$ cat config.mk
export PLATFORM = sky130hd
export DESIGN_NAME = spm_readback_top
export DESIGN_NICKNAME = d
export VERILOG_FILES = /design/src/hw/spm_rb_pkg.sv /design/src/hw/spm_config_regs.sv /design/src/hw/spm_bias_sum.sv /design/src/hw/spm_z_ramp.sv /design/src/hw/spm_readback_mux.sv /design/src/hw/spm_readback_top.sv
export SDC_FILE = /design/constraint.sdc
export NUM_CORES = 1
export LEC_CHECK = 0
export ABC_CLOCK_PERIOD_IN_PS = 3700
export BUFFER_PORTS_ARGS = -buffer_cell sky130_fd_sc_hd__clkbuf_2
export CORE_ASPECT_RATIO = 1.2
export CORE_MARGIN = 2
export CORE_UTILIZATION = 54
export DETAILED_ROUTE_END_ITERATION = 7
export GPL_ROUTABILITY_DRIVEN = 0
export HOLD_SLACK_MARGIN = 0.15
export PLACE_DENSITY = 0.74
export SLEW_MARGIN = 5
export SYNTH_ARGS = -nofsm -noshare
export SYNTH_HDL_FRONTEND = slang
export SYNTH_SLANG_ARGS = --single-unit
$ cat constraint.sdc
create_clock -name aclk -period 3.7 [get_ports aclk]
set_input_delay 0.185 -clock aclk [delete_from_list [all_inputs] [get_ports aclk]]
set_output_delay 0.185 -clock aclk [all_outputs]
set_load 0.01 [all_outputs]
$ cat src/hw/spm_rb_pkg.sv
package spm_rb_pkg;

    //////////////////////////////
    // Widths and basic types
    //////////////////////////////
    localparam int WORD_W     = 32;
    localparam int CFG_ADDR_W = 8;

    typedef logic [WORD_W-1:0]     word_t;     // Monitor / readback data
    typedef logic [WORD_W-1:0]     rb_addr_t;  // Host readback address
    typedef logic [CFG_ADDR_W-1:0] cfg_addr_t; // Setpoint write address

    // Config write addresses
    localparam cfg_addr_t CFG_BIAS_U0  = 8'd1;
    localparam cfg_addr_t CFG_Z_SLOPE  = 8'd2;
    localparam cfg_addr_t CFG_SRCS_SEL = 8'd3;
    localparam cfg_addr_t CFG_IN_SEL   = 8'd4;
    localparam cfg_addr_t CFG_Z_CLEAR  = 8'd5;   // Pulse only, no storage

    // Readback map
    localparam rb_addr_t RB_Z            = 32'd100001;
    localparam rb_addr_t RB_BIAS         = 32'd100002;
    localparam rb_addr_t RB_GVP_BIAS     = 32'd100003;
    localparam rb_addr_t RB_SRCS_MUX     = 32'd100010;
    localparam rb_addr_t RB_IN_MUX       = 32'd100011;
    localparam rb_addr_t RB_TIMING_TEST  = 32'd101999;
    localparam rb_addr_t RB_TIMING_CLEAR = 32'd102000;
    localparam rb_addr_t RB_VERSION      = 32'd199997;
    localparam rb_addr_t RB_SYSTEM_STATE = 32'd199999;

    // Fixed values
    localparam word_t VERSION_A         = 32'hEC01_0099;
    localparam word_t VERSION_B         = 32'h0001_0300;
    localparam word_t TIMING_TEST_VALUE = 32'd125000000; // One second of aclk
    localparam word_t HEARTBEAT_OFFSET  = 32'd13;

    // Signed clamp limits
    localparam word_t                WORD_MAX = 32'h7FFF_FFFF;
    localparam word_t                WORD_MIN = 32'h8000_0000;
    localparam logic signed [33:0]   WIDE_MAX = 34'sh0_7FFF_FFFF;
    localparam logic signed [33:0]   WIDE_MIN = 34'sh3_8000_0000;

    //////////////////////////////
    // Structs
    //////////////////////////////
    typedef struct packed {
        word_t bias_u0;   // Bias set value
        word_t z_slope;   // Signed Z step per tick
        word_t srcs_sel;  // Source mux
        word_t in_sel;    // Input mux
    } cfg_t;

    typedef struct packed {
        word_t sum;
        word_t u0;
        word_t gvp;
        word_t mod;
    } bias_mon_t;

    typedef struct packed {
        word_t pos;
        word_t slope;
    } z_mon_t;

    // Clamp a widened signed sum back to 32 bits
    function automatic word_t sat_word(input logic signed [33:0] value);
        if (value > WIDE_MAX)
            return WORD_MAX;
        else if (value < WIDE_MIN)
            return WORD_MIN;
        else
            return word_t'(value[31:0]);
    endfunction

endpackage

$ cat src/hw/spm_config_regs.sv
`timescale 1ns/100ps

module spm_config_regs (
    input  logic                  aclk,
    input  logic                  arst_n,
    input  logic                  cfg_wr,
    input  spm_rb_pkg::cfg_addr_t cfg_addr,
    input  spm_rb_pkg::word_t     cfg_data,
    output spm_rb_pkg::cfg_t      cfg,
    output logic                  z_clear
);
    import spm_rb_pkg::*;

    cfg_t cfg_q;     // Setpoint bank
    logic clear_q;   // Z clear pulse

    //////////////////////////////
    // Setpoint register bank
    //////////////////////////////
    always_ff @(posedge aclk or negedge arst_n)
    begin
        if (!arst_n)
        begin
            cfg_q   <= '0;
            clear_q <= 1'b0;
        end
        else
        begin
            clear_q <= 1'b0;   // Pulse lasts one cycle
            if (cfg_wr)
            begin
                case (cfg_addr)
                    CFG_BIAS_U0:  cfg_q.bias_u0  <= cfg_data;
                    CFG_Z_SLOPE:  cfg_q.z_slope  <= cfg_data;
                    CFG_SRCS_SEL: cfg_q.srcs_sel <= cfg_data;
                    CFG_IN_SEL:   cfg_q.in_sel   <= cfg_data;
                    CFG_Z_CLEAR:
                    begin
                        // Data word is ignored here
                        clear_q <= 1'b1;
                    end
                    default:
                    begin
                        // Unknown address drops the write
                    end
                endcase
            end
        end
    end

    assign cfg     = cfg_q;
    assign z_clear = clear_q;

endmodule

$ cat src/hw/spm_bias_sum.sv
`timescale 1ns/100ps

module spm_bias_sum (
    input  logic                  aclk,
    input  logic                  arst_n,
    input  spm_rb_pkg::cfg_t      cfg,
    input  spm_rb_pkg::word_t     bias_gvp,
    input  spm_rb_pkg::word_t     bias_mod,
    output spm_rb_pkg::bias_mon_t bias_mon
);
    import spm_rb_pkg::*;

    logic signed [33:0] sum_wide;   // Two guard bits
    word_t              sum_sat;
    bias_mon_t          mon_q;

    //////////////////////////////
    // U0 + GVP + Mod
    //////////////////////////////
    always_comb
    begin
        // Sign-extend each term before adding
        sum_wide = $signed({{2{cfg.bias_u0[31]}}, cfg.bias_u0})
                 + $signed({{2{bias_gvp[31]}}, bias_gvp})
                 + $signed({{2{bias_mod[31]}}, bias_mod});
        sum_sat  = sat_word(sum_wide);   // Clamp to signed 32
    end

    // Monitor snapshot, components kept beside the sum
    always_ff @(posedge aclk or negedge arst_n)
    begin
        if (!arst_n)
        begin
            mon_q <= '0;
        end
        else
        begin
            mon_q.sum <= sum_sat;
            mon_q.u0  <= cfg.bias_u0;   // Set value as used
            mon_q.gvp <= bias_gvp;      // GVP offset
            mon_q.mod <= bias_mod;      // LockIn / aux modulation
        end
    end

    assign bias_mon = mon_q;

endmodule

$ cat src/hw/spm_z_ramp.sv
`timescale 1ns/100ps

module spm_z_ramp (
    input  logic               aclk,
    input  logic               arst_n,
    input  spm_rb_pkg::cfg_t   cfg,
    input  logic               z_tick,
    input  logic               z_clear,
    output spm_rb_pkg::z_mon_t z_mon
);
    import spm_rb_pkg::*;

    logic signed [33:0] pos_next;   // Widened step result
    word_t              pos_q;
    word_t              slope_q;

    // Position plus signed slope, clamped
    always_comb
    begin
        pos_next = $signed({{2{pos_q[31]}}, pos_q})
                 + $signed({{2{cfg.z_slope[31]}}, cfg.z_slope});
    end

    //////////////////////////////
    // Z accumulator
    //////////////////////////////
    always_ff @(posedge aclk or negedge arst_n)
    begin
        if (!arst_n)
        begin
            pos_q   <= '0;
            slope_q <= '0;
        end
        else
        begin
            slope_q <= cfg.z_slope;         // Slope in use
            if (z_clear)
                pos_q <= '0;                // Clear wins over tick
            else if (z_tick)
                pos_q <= sat_word(pos_next);
        end
    end

    assign z_mon.pos   = pos_q;
    assign z_mon.slope = slope_q;

endmodule

$ cat src/hw/spm_readback_mux.sv
`timescale 1ns/100ps

module spm_readback_mux (
    input  logic                  aclk,
    input  logic                  arst_n,
    input  spm_rb_pkg::rb_addr_t  rb_addr,
    input  spm_rb_pkg::cfg_t      cfg,
    input  spm_rb_pkg::bias_mon_t bias_mon,
    input  spm_rb_pkg::z_mon_t    z_mon,
    output spm_rb_pkg::word_t     rb_data_a,
    output spm_rb_pkg::word_t     rb_data_b
);
    import spm_rb_pkg::*;

    word_t rd_a;          // Readback word A
    word_t rd_b;          // Readback word B
    word_t read_count;    // System state reads after a heartbeat
    logic  pending;       // Heartbeat seen since last count
    logic  startup;       // Cold start, cleared by version read

    //////////////////////////////
    // Address decode and readback
    //////////////////////////////
    always_ff @(posedge aclk or negedge arst_n)
    begin
        if (!arst_n)
        begin
            rd_a       <= '0;
            rd_b       <= '0;
            read_count <= '0;
            pending    <= 1'b0;
            startup    <= 1'b1;   // Set on every reset
        end
        else
        begin
            case (rb_addr)
                RB_Z:
                begin
                    rd_a <= z_mon.pos;
                    rd_b <= z_mon.slope;
                end
                RB_BIAS:
                begin
                    rd_a <= bias_mon.sum;   // Total bias
                    rd_b <= bias_mon.u0;
                end
                RB_GVP_BIAS:
                begin
                    rd_a <= bias_mon.gvp;
                    rd_b <= bias_mon.mod;
                end
                RB_SRCS_MUX:
                begin
                    rd_a <= cfg.srcs_sel;
                    rd_b <= '0;
                end
                RB_IN_MUX:
                begin
                    rd_a <= cfg.in_sel;
                    rd_b <= '0;
                end
                RB_TIMING_CLEAR:
                begin
                    rd_a <= '0;
                    rd_b <= '0;
                end
                RB_TIMING_TEST:
                begin
                    // B trails A by one cycle
                    rd_a <= TIMING_TEST_VALUE;
                    rd_b <= rd_a;
                end
                RB_VERSION:
                begin
                    rd_a    <= VERSION_A;
                    rd_b    <= VERSION_B;
                    startup <= 1'b0;   // Stays low until next reset
                end
                RB_SYSTEM_STATE:
                begin
                    rd_a <= read_count;
                    rd_b <= {31'd0, startup};
                    // Count once per visit after a heartbeat
                    if (pending)
                    begin
                        read_count <= read_count + 32'd1;
                        pending    <= 1'b0;
                    end
                end
                default:
                begin
                    // Heartbeat on unmapped addresses
                    rd_a    <= rd_a + 32'd1;
                    rd_b    <= rd_a + HEARTBEAT_OFFSET;
                    pending <= 1'b1;
                end
            endcase
        end
    end

    assign rb_data_a = rd_a;
    assign rb_data_b = rd_b;

endmodule

$ cat src/hw/spm_readback_top.sv
`timescale 1ns/100ps

module spm_readback_top (
    input  logic                  aclk,
    input  logic                  arst_n,
    input  logic                  cfg_wr,
    input  spm_rb_pkg::cfg_addr_t cfg_addr,
    input  spm_rb_pkg::word_t     cfg_data,
    input  spm_rb_pkg::word_t     bias_gvp,
    input  spm_rb_pkg::word_t     bias_mod,
    input  logic                  z_tick,
    input  spm_rb_pkg::rb_addr_t  rb_addr,
    output spm_rb_pkg::word_t     rb_data_a,
    output spm_rb_pkg::word_t     rb_data_b
);
    import spm_rb_pkg::*;

    cfg_t      cfg;        // Current setpoints
    logic      z_clear;    // One-cycle Z reset
    bias_mon_t bias_mon;
    z_mon_t    z_mon;

    //////////////////////////////
    // Setpoints
    //////////////////////////////
    spm_config_regs u_config_regs (
        .aclk     (aclk),
        .arst_n   (arst_n),
        .cfg_wr   (cfg_wr),
        .cfg_addr (cfg_addr),
        .cfg_data (cfg_data),
        .cfg      (cfg),
        .z_clear  (z_clear)
    );

    //////////////////////////////
    // Live monitors
    //////////////////////////////
    spm_bias_sum u_bias_sum (
        .aclk     (aclk),
        .arst_n   (arst_n),
        .cfg      (cfg),
        .bias_gvp (bias_gvp),
        .bias_mod (bias_mod),
        .bias_mon (bias_mon)
    );

    spm_z_ramp u_z_ramp (
        .aclk    (aclk),
        .arst_n  (arst_n),
        .cfg     (cfg),
        .z_tick  (z_tick),
        .z_clear (z_clear),
        .z_mon   (z_mon)
    );

    // Host readback pair
    spm_readback_mux u_readback_mux (
        .aclk      (aclk),
        .arst_n    (arst_n),
        .rb_addr   (rb_addr),
        .cfg       (cfg),
        .bias_mon  (bias_mon),
        .z_mon     (z_mon),
        .rb_data_a (rb_data_a),
        .rb_data_b (rb_data_b)
    );

endmodule

[Yosys cells after proc, flatten, opt, wreduce, memory -nomap -nowiden]
Cells that the tools add are included.
Storage, ports and cells
  output and inout bits: 64
  bits of input ports: 140
  register bits: 419
Operators by class
  $add $sub $neg: 6
  reductions and logical operators: 8
  muxes and demuxes: 11
  order comparisons: 4
  eq/ne operators: 14
Operators by type and width (count)
  case mux 32 bit (9 select lines): 1
  == test 32 x 17 -> 1 bit (second input constant): 7
  case mux 32 bit (7 select lines): 1
  two-way mux 32 bit: 6
  greater-than comparator 34 x 32 -> 1 bit (second input constant): 2
  < comparator 34 x 32 -> 1 bit (second input constant): 2
  adder 32 x 32 -> 33 bit: 2
  adder 32 x 1 -> 32 bit (second input constant): 2
  == test 32 x 18 -> 1 bit (second input constant): 2
  adder 33 x 32 -> 34 bit: 1
  adder 32 x 4 -> 32 bit (second input constant): 1
  == test 8 x 2 -> 1 bit (second input constant): 2
  == test 8 x 3 -> 1 bit (second input constant): 2
  AND reduction 2 bit: 5
  == test 8 x 1 -> 1 bit (second input constant): 1
  OR reduction 8 bit: 1
  OR reduction 3 bit: 1
  two-way mux 1 bit: 2
  case mux 1 bit (2 select lines): 1
  nonzero test 2 bit: 1

[Logic depth before layout (Yosys ltp)]
Gate-level depths: netlist (run 1).
  word-level depth: 6
  gate-level depth with buffers: 17
  gate-level depth less buffers: 16

[By module]
A second synthesis (run 1) with hierarchy kept.
Unflattened totals
  cells, all modules: 2005
  area total of the unflattened synthesis: 22440.3 um^2
Modules (own cells, without submodules)
  spm_readback_mux: area an instance 7508.5 um^2, sequential area each 2453.6 um^2, instances 1, cells an instance 838
  spm_bias_sum: area an instance 5933.2 um^2, sequential area each 3203.1 um^2, instances 1, cells an instance 477
  spm_config_regs: area an instance 4946.0 um^2, sequential area each 3228.1 um^2, instances 1, cells an instance 281
  spm_z_ramp: area an instance 4052.6 um^2, sequential area each 1601.5 um^2, instances 1, cells an instance 409

[Least setup slack after synthesis (run 1)]
Ideal clock, no wire load.
  kind: reg2reg
  start: register u_config_regs.cfg_q, in the netlist u_config_regs.cfg[97]
  end: register u_bias_sum.mon_q, in the netlist u_bias_sum.bias_mon[107]
  arrival: 3641 ps
  setup time: 65 ps
  cell stages (with the launch flop): 18
  setup slack: -6 ps
  cell sequence: dfrtp_1 -> inv_1 -> fa_1 -> inv_1 -> ha_1 -> inv_1 -> fa_1 -> nand2b_1 -> a21oi_1 -> o2111a_1 -> a311oi_2 -> o21ai_2 -> a221oi_2 -> o21ai_1 -> a41oi_2 -> o31ai_1 -> clkbuf_1 -> a21o_1
On the way
  cells in the longest elaborated chain, start to end: 5
  elaborated cells between the ends (all ways): 6
  classes of those cells: 2 x add/sub; 2 x order compare; 2 x mux
RTL lines
  from (decl): line spm_config_regs.sv:14  | cfg_t cfg_q;
  adder 32 x 32 -> 33 bit *: line spm_bias_sum.sv:24  | + $signed({{2{bias_gvp[31]}}, bias_gvp})
  adder 33 x 32 -> 34 bit *: line spm_bias_sum.sv:25  | + $signed({{2{bias_mod[31]}}, bias_mod});
  < comparator 34 x 32 -> 1 bit: line spm_rb_pkg.sv:69  | else if (value < WIDE_MIN)
  two-way mux 32 bit: line spm_rb_pkg.sv:69
  two-way mux 32 bit *: line spm_rb_pkg.sv:67  | if (value > WIDE_MAX)
  via u_bias_sum.sum_sat[11]: line spm_bias_sum.sv:14  | word_t sum_sat;
  to (decl): line spm_bias_sum.sv:15  | bias_mon_t mon_q;
The timed path passes the listed nets; every way through them passes the cells marked *.
A chain may end at the register's enable or synchronous reset.

[Worst setup path after layout (run 1)]
  start: register u_config_regs.cfg_q, in the netlist u_config_regs.cfg[102]
  end: register u_bias_sum.mon_q, in the netlist u_bias_sum.bias_mon[114]
Same word-level chain as after synthesis.

==> metrics, run 1 <==
status finished with violations; failing checks negative setup slack; hold crit path type in2reg; asr flop ratio synth 100.0%; CP most frequent cell buf_4; die span in y 220.8 um; share of layout cells above drive strength 1 26.72%; clock skew 0.02762 ns; Worst Tran Pin Value 0.9400 ns; CP Buf/Inv Count 5; most frequent cells in the layout 418 x dfrtp_1, 202 x clkbuf_2, 177 x mux2_2; cell family with most CP delay compound AO/OA/AOI/OAI gates; largest net degree at the start of global routing 124; First-pass DRT Iterations 8; fmax 245.8 MHz; WS Path Type reg2reg; Yosys top cell by area dfrtp_1; CTS Buf Count 42; Rows 79; Synth Area in Simple Gates 9.805%; vias in the first global route 18090; number of synthesized flops with an enable pin 0; setup violators final 31; Die W 184.6 um; Synth-to-Final Area Change 23.61%; clk sinks 419; first-pass GRT wire length 106200 um; final period demand of the worst path 4.069 ns; fin crit share 110.0%; Crit-path slowest cell fa_1; multiplexer share of the synthesized area 9.853%; antenna violations before repair 0; PnR worst setup slack -0.3687 ns; grt ovf 0; Max IR drop VDD 0.4142 mV; clock latency on the worst-skew pair 0.58 ns; Clk pwr share 35.0%; leakage 12.17 nW; H-tree depth 2; placed cell area 23270 um2; Clock transition at path regs 0.06 ns; Avg Synthesized Cell Area 11.21 um2; Compound-Gate Fraction of Synth Area 15.42%; synth top area cells dfrtp_1 49%, mux2_2 9.4%, ha_1 3.9%; IO buf count 203; area share of the largest cell type after synthesis 49.47%; Worst EP required 4.16 ns; unrepaired setup endpoints after global routing true; Max Cap Viol 0; Post-Synth XOR/XNOR Area 5.592%; Seq pwr share 42.3%; Power Dens Cells 485.7 nW/um2; Remaining DRCs 0; Fin. Hold Viols 0; crit-path max cell delay 0.45 ns; startpoint types flop; ant diodes 0; Clock Path Buffers 3; DP HPWL 48020 um; CP Cell Sequence fa_1 -> ha_1 -> buf_4 -> buf_4 -> o211ai_1 -> a21oi_4 -> o2111a_2 -> a311oi_4 -> o21ai_4 -> a221oi_4 -> o21ai_2 -> a41oi_4 -> buf_6 -> a32oi_4 -> buf_12 -> buf_16 -> a21o_1; CTS tree yes; Net Count, Synth 2127; Iter 0 DRT Violations 2063; mapped cell area 21140 um2; DRT antenna net count 0; largest family of logic cells by synthesized area compound AO/OA/AOI/OAI gates; Top FF cell, synth dfrtp_1; Avg WL per Cell 25.35 um; critical path endpoint category flop; Crit Path Max Fanout 7; Max-slew headroom 35.71%; synth unique cells 72; most common cell after layout, fill and taps aside dfrtp_1; yosys warns 0; switching share of power 29.92%; Yosys reg bits 419; power share of the combinational group 22.6%; Total GRT Usage 35.12%; DR vias 17790; io pins 204; Placement Setup Slack -0.4668 ns; Crit path arrival time 4.53 ns; NetSw 3.798 mW; Internal Power 8.895 mW; final instance area 26140 um2; post-synthesis adder-cell area fraction 7.125%; Final Slew Violations 0; Core Area 38750 um2; register area share after synthesis 49.59%; Initial Util 54.57%; Root Buffer clkbuf_16; Die ar. 40760 um2; routed vias/inst 6.357; Mapped Cells 1887; DRT Wirelength 70940 um; nets@finish 2480
==> state kept, by name (all words and copies together), names as in the netlist <==
signal and count:
u_bias_sum.bias_mon 128, u_config_regs.cfg 128, u_config_regs.z_clear 1, u_readback_mux.pending 1, u_readback_mux.rb_data_a 32, u_readback_mux.rb_data_b 32
u_readback_mux.read_count 32, u_readback_mux.startup 1, u_z_ramp.pos_q 32, u_z_ramp.slope_q 32
==> power by group through the flow <==
stage / registers [mW] / clock network, mW / logic (mW)
global route: 5.39 / 4.67 / 3.12
finish: 5.37 / 4.45 / 2.87
global placement: 5.42 / 0 / 2.42
detailed placement: 5.43 / 0 / 2.51
CTS: 5.36 / 4.47 / 2.78
floorplan: 5.27 / 0 / 1.70
==> worst min-delay path, cell delays in order <==
cell	delay, ns
clkbuf_2	0.12
nor2_1	0.14
buf_4	0.18
nor2b_1	0.10
==> metrics by stage <==
stage,std cells,power [mW],utilization (%),TNS [ns],hold WS (ns)
after floorplan,1887,6.971,-,0,-0.1106
after detailed placement,2601,7.942,60.05,-13.42,0.3201
after global routing,2798,13.18,67.45,-13.59,0.1945
after CTS,2794,12.60,67.23,-6.013,0.1855
final,2798,12.69,67.45,-10.35,0.2089
after global placement,2601,7.838,60.05,-8.048,0.3127
==> layout make-up <==
class | count | area [um2]
clock buffer | 62 | 1297
clock inverter | 14 | 153.9
fill | 2823 | 12610
inverter | 38 | 142.6
multi-input combinational | 1324 | 10320
sequential | 419 | 10490
tap | 526 | 658.1
timing repair buffer | 415 | 3078
==> synth_stat cells, types with 15 or more instances <==
cell type,number
a211oi_1,16
a21o_1,46
a21oi_1,86
a221o_1,28
a221oi_1,20
a222oi_1,27
a22oi_1,32
clkbuf_1,91
dfrtp_1,418
fa_1,34
ha_1,66
inv_1,38
mux2_2,177
nand2_1,124
nand3_1,50
nand4_1,29
nor2_1,107
nor2b_1,15
nor3_1,35
o211ai_1,16
o21ai_0,106
xnor2_1,83
xor2_1,52
==> routing by layer <==
layer | share of wire, % | GRT usage (%)
met5 | 0 | 0
met4 | 8.4 | 25.24
met3 | 8.9 | 6.797
met2 | 47 | 56.99
met1 | 36 | 42.16
==> path summary, 6_finish.rpt <==
| check | from | to | slack, ns | cells past startpoint |
|---|---|---|---|---|
| max in group asynchronous | arst_n | u_config_regs.cfg[24]$_DFFE_PN0P_ | 2.33 | 3 |
| max | u_config_regs.cfg[102]$_DFFE_PN0P_ | u_bias_sum.bias_mon[114]$_DFF_PN0_ | -0.37 | 17 |
| max reg2reg | u_config_regs.cfg[102]$_DFFE_PN0P_ | u_bias_sum.bias_mon[114]$_DFF_PN0_ | -0.37 | 17 |
| min | rb_addr[1] | u_readback_mux.startup$_DFFE_PN1P_ | 0.21 | 4 |
| min in group asynchronous | arst_n | u_bias_sum.bias_mon[5]$_DFF_PN0_ | 0.32 | 2 |
| min reg2reg | u_config_regs.cfg[73]$_DFFE_PN0P_ | u_z_ramp.slope_q[9]$_DFF_PN0_ | 0.42 | 0 |
==> repair_timing <==
item                                    in CTS  in global routing
hold buffers                               101                  0
resized for setup                           22                 13
buffers inserted                            13                  4
pin swaps                                   11                 14
endpoints found under the setup margin      32                 63
hold endpoints to repair                   307                  0
cloned                                       4                  0
==> cell families (layout without fill, tap and decap cells) <==
family,after synthesis,after routing
AO/OA/AOI/OAI,469,469
AND/OR/NAND/NOR,434,434
flip-flops,419,419
multiplexers,186,186
buffers and inverters,144,529
XOR/XNOR,135,135
adder cells (fa/ha/maj),100,100
Power figures use the tool's default switching activity.
==> run 2: changes to the inputs <==
- ABC_CLOCK_PERIOD_IN_PS: 3700 -> 3500
- clock period: 3.7 -> 3.5 ns (I/O delays scaled with it)
==> run 2 against run 1 <==
  * The run still ends with negative setup slack left
  * Sequential power up 5.4%
  * Critical path depth shrank 3
  * Core utilization rose by 0.40 points
  * Wire length up 0.62%
  * Worst setup slack worse by 0.067 ns
==> metrics, run 2 (same netlist as run 1, synthesis figures left out) <==
Synth-to-Final Area Change 24.33%; clk sinks 419 (unchanged); clock latency on the worst-skew pair 0.59 ns (about the same); number of non-filler instances in the completed layout 2830 (+1.1%); critical path endpoint category flop; WS Path Type reg2reg; unrepaired setup endpoints after global routing true; DRT Wirelength 71380 um (+0.62%); Power Dens Cells 513.7 nW/um2 (+5.8%); Crit path arrival time 4.41 ns (-0.12 ns); CTS tree yes; Remaining DRCs 0 (unchanged); DP HPWL 48460 um (+0.92%); hold crit path type in2async; fillcell total 2813 (-0.35%); First-pass DRT Iterations 8 (unchanged); grt ovf 0 (unchanged); DR vias 17980 (+1.1%); PnR worst setup slack -0.4357 ns (-0.06702 ns); ant diodes 0 (unchanged); IO buf count 203 (unchanged); failing checks negative setup slack; die span in y 220.8 um (unchanged); Core Area 38750 um2 (unchanged); largest net degree at the start of global routing 98 (-21%); routed vias/inst 6.354 (about the same); Crit Path Max Fanout 16 (+9); most common cell after layout, fill and taps aside dfrtp_1; io pins 204 (unchanged); Root Buffer clkbuf_16; Clock transition at path regs 0.06 ns (about the same); Fin. Hold Viols 0 (unchanged); fmax 254.1 MHz (+3.4%); status finished with violations; Initial Util 54.57% (unchanged); Final Slew Violations 0 (unchanged); Max-slew headroom 18.72% (-17 points); nets@finish 2509 (+1.2%); startpoint types flop; most frequent cells in the layout 418 x dfrtp_1, 202 x clkbuf_2, 177 x mux2_2; Max Cap Viol 0 (unchanged); final period demand of the worst path 3.936 ns (-0.1330 ns); Power, Total 13.50 mW (+6.4%); vias in the first global route 18550 (+2.6%); Rows 79 (unchanged); fin crit share 112.4% (+2.5 points); H-tree depth 2 (unchanged); setup violators final 32 (+3.2%); Die ar. 40760 um2 (unchanged); share of layout cells above drive strength 1 28.13% (+1.4 points); Max IR drop VDD 0.4634 mV (+12%); first-pass GRT wire length 107700 um (+1.4%); leakage 12.29 nW (+1.0%); DRT antenna net count 0 (unchanged); Avg WL per Cell 25.22 um (-0.51%); Worst Tran Pin Value 1.219 ns (+0.2792 ns); Worst EP required 3.97 ns (-0.19 ns); Placed Cells 2624 (+0.88%); Clock Path Buffers 3 (unchanged); Die W 184.6 um (unchanged); Iter 0 DRT Violations 2156 (+4.5%); Total GRT Usage 35.63% (+0.51 points); clock skew 0.03104 ns (+0.003419 ns); CTS Buf Count 44 (+4.8%); antenna violations before repair 1 (+1)
[run 2: layout make-up]
type	count	area (um2)	area share, %
repair buffers	442	3154	12.00
multi-input cells	1324	10370	39.45
well taps	526	658.1	2.503
clock buffers	62	1301	4.950
flip-flops and latches	419	10490	39.89
inverters	38	142.6	0.5426
clock inverters	19	175.2	0.6663
[run 2: critical path, cell delays in order (launching register included)]
cell and delay [ns]:
dfrtp_1 0.41, fa_1 0.57, ha_4 0.22, a21o_1 0.20
or3_4 0.34, o2111a_2 0.32, a311oi_4 0.30, o21ai_2 0.14
a221oi_2 0.37, o21ai_2 0.13, a41oi_2 0.20, buf_4 0.17
o31ai_4 0.07, buf_12 0.17, a31o_1 0.20
[run 2: metrics by stage]
stage | util [%] | setup WS, ns | instance area [um2] | hold slack [ns] | setup TNS, ns
after floorplan | - | -0.006343 | 21190 | -0.1206 | -0.006343
after CTS | 67.38 | -0.4353 | 26110 | 0.2188 | -12.00
final | 67.85 | -0.4357 | 26290 | 0.1823 | -12.42
after global placement | 60.49 | -0.3348 | 23440 | 0.2241 | -9.615
after global routing | 67.85 | -0.5039 | 26290 | 0.2643 | -14.83
after detailed placement | 60.49 | -0.4349 | 23440 | 0.2352 | -12.60
[run 2: final timing paths]
| kind | startpoint | to | slack, ns | cells past startpoint |
|---|---|---|---|---|
| max reg2reg | u_config_regs.cfg[102]$_DFFE_PN0P_ | u_bias_sum.bias_mon[99]$_DFF_PN0_ | -0.44 | 14 |
| max in group asynchronous | arst_n | u_readback_mux.read_count[26]$_DFFE_PN0P_ | 2.24 | 3 |
| max | u_config_regs.cfg[102]$_DFFE_PN0P_ | u_bias_sum.bias_mon[99]$_DFF_PN0_ | -0.44 | 14 |
| min reg2reg | u_config_regs.cfg[73]$_DFFE_PN0P_ | u_z_ramp.slope_q[9]$_DFF_PN0_ | 0.41 | 0 |
| min in group aclk | rb_addr[0] | u_readback_mux.read_count[13]$_DFFE_PN0P_ | 0.23 | 7 |
| min | arst_n | u_bias_sum.bias_mon[9]$_DFF_PN0_ | 0.18 | 2 |
[run 2: where the power goes]
group / internal, mW / leakage [nW] / total [mW] / switching [mW]
clock network: 2.76 / 0.733 / 4.81 / 2.05
registers: 5.30 / 5.28 / 5.66 / 0.360
logic: 1.36 / 6.28 / 3.03 / 1.67
total: 9.42 / 12.3 / 13.5 / 4.08
[run 2: repair_timing]
action / CTS / global route
hold buffers: 102 / 0
endpoints found under the hold margin: 285 / 0
resized for setup: 8 / 30
buffers inserted: 16 / 8
cloned: 1 / 0
pin swaps: 10 / 19
setup endpoints to repair: 53 / 64
[run 2: per-layer routing]
layer	global-route usage (%)	share of wire (%)	vias up
li1	-	-	7696
met2	57.69	47	1072
met5	0	0.017	-
met1	41.75	35	8888
met3	6.221	8.9	325
met4	29.37	9.3	2
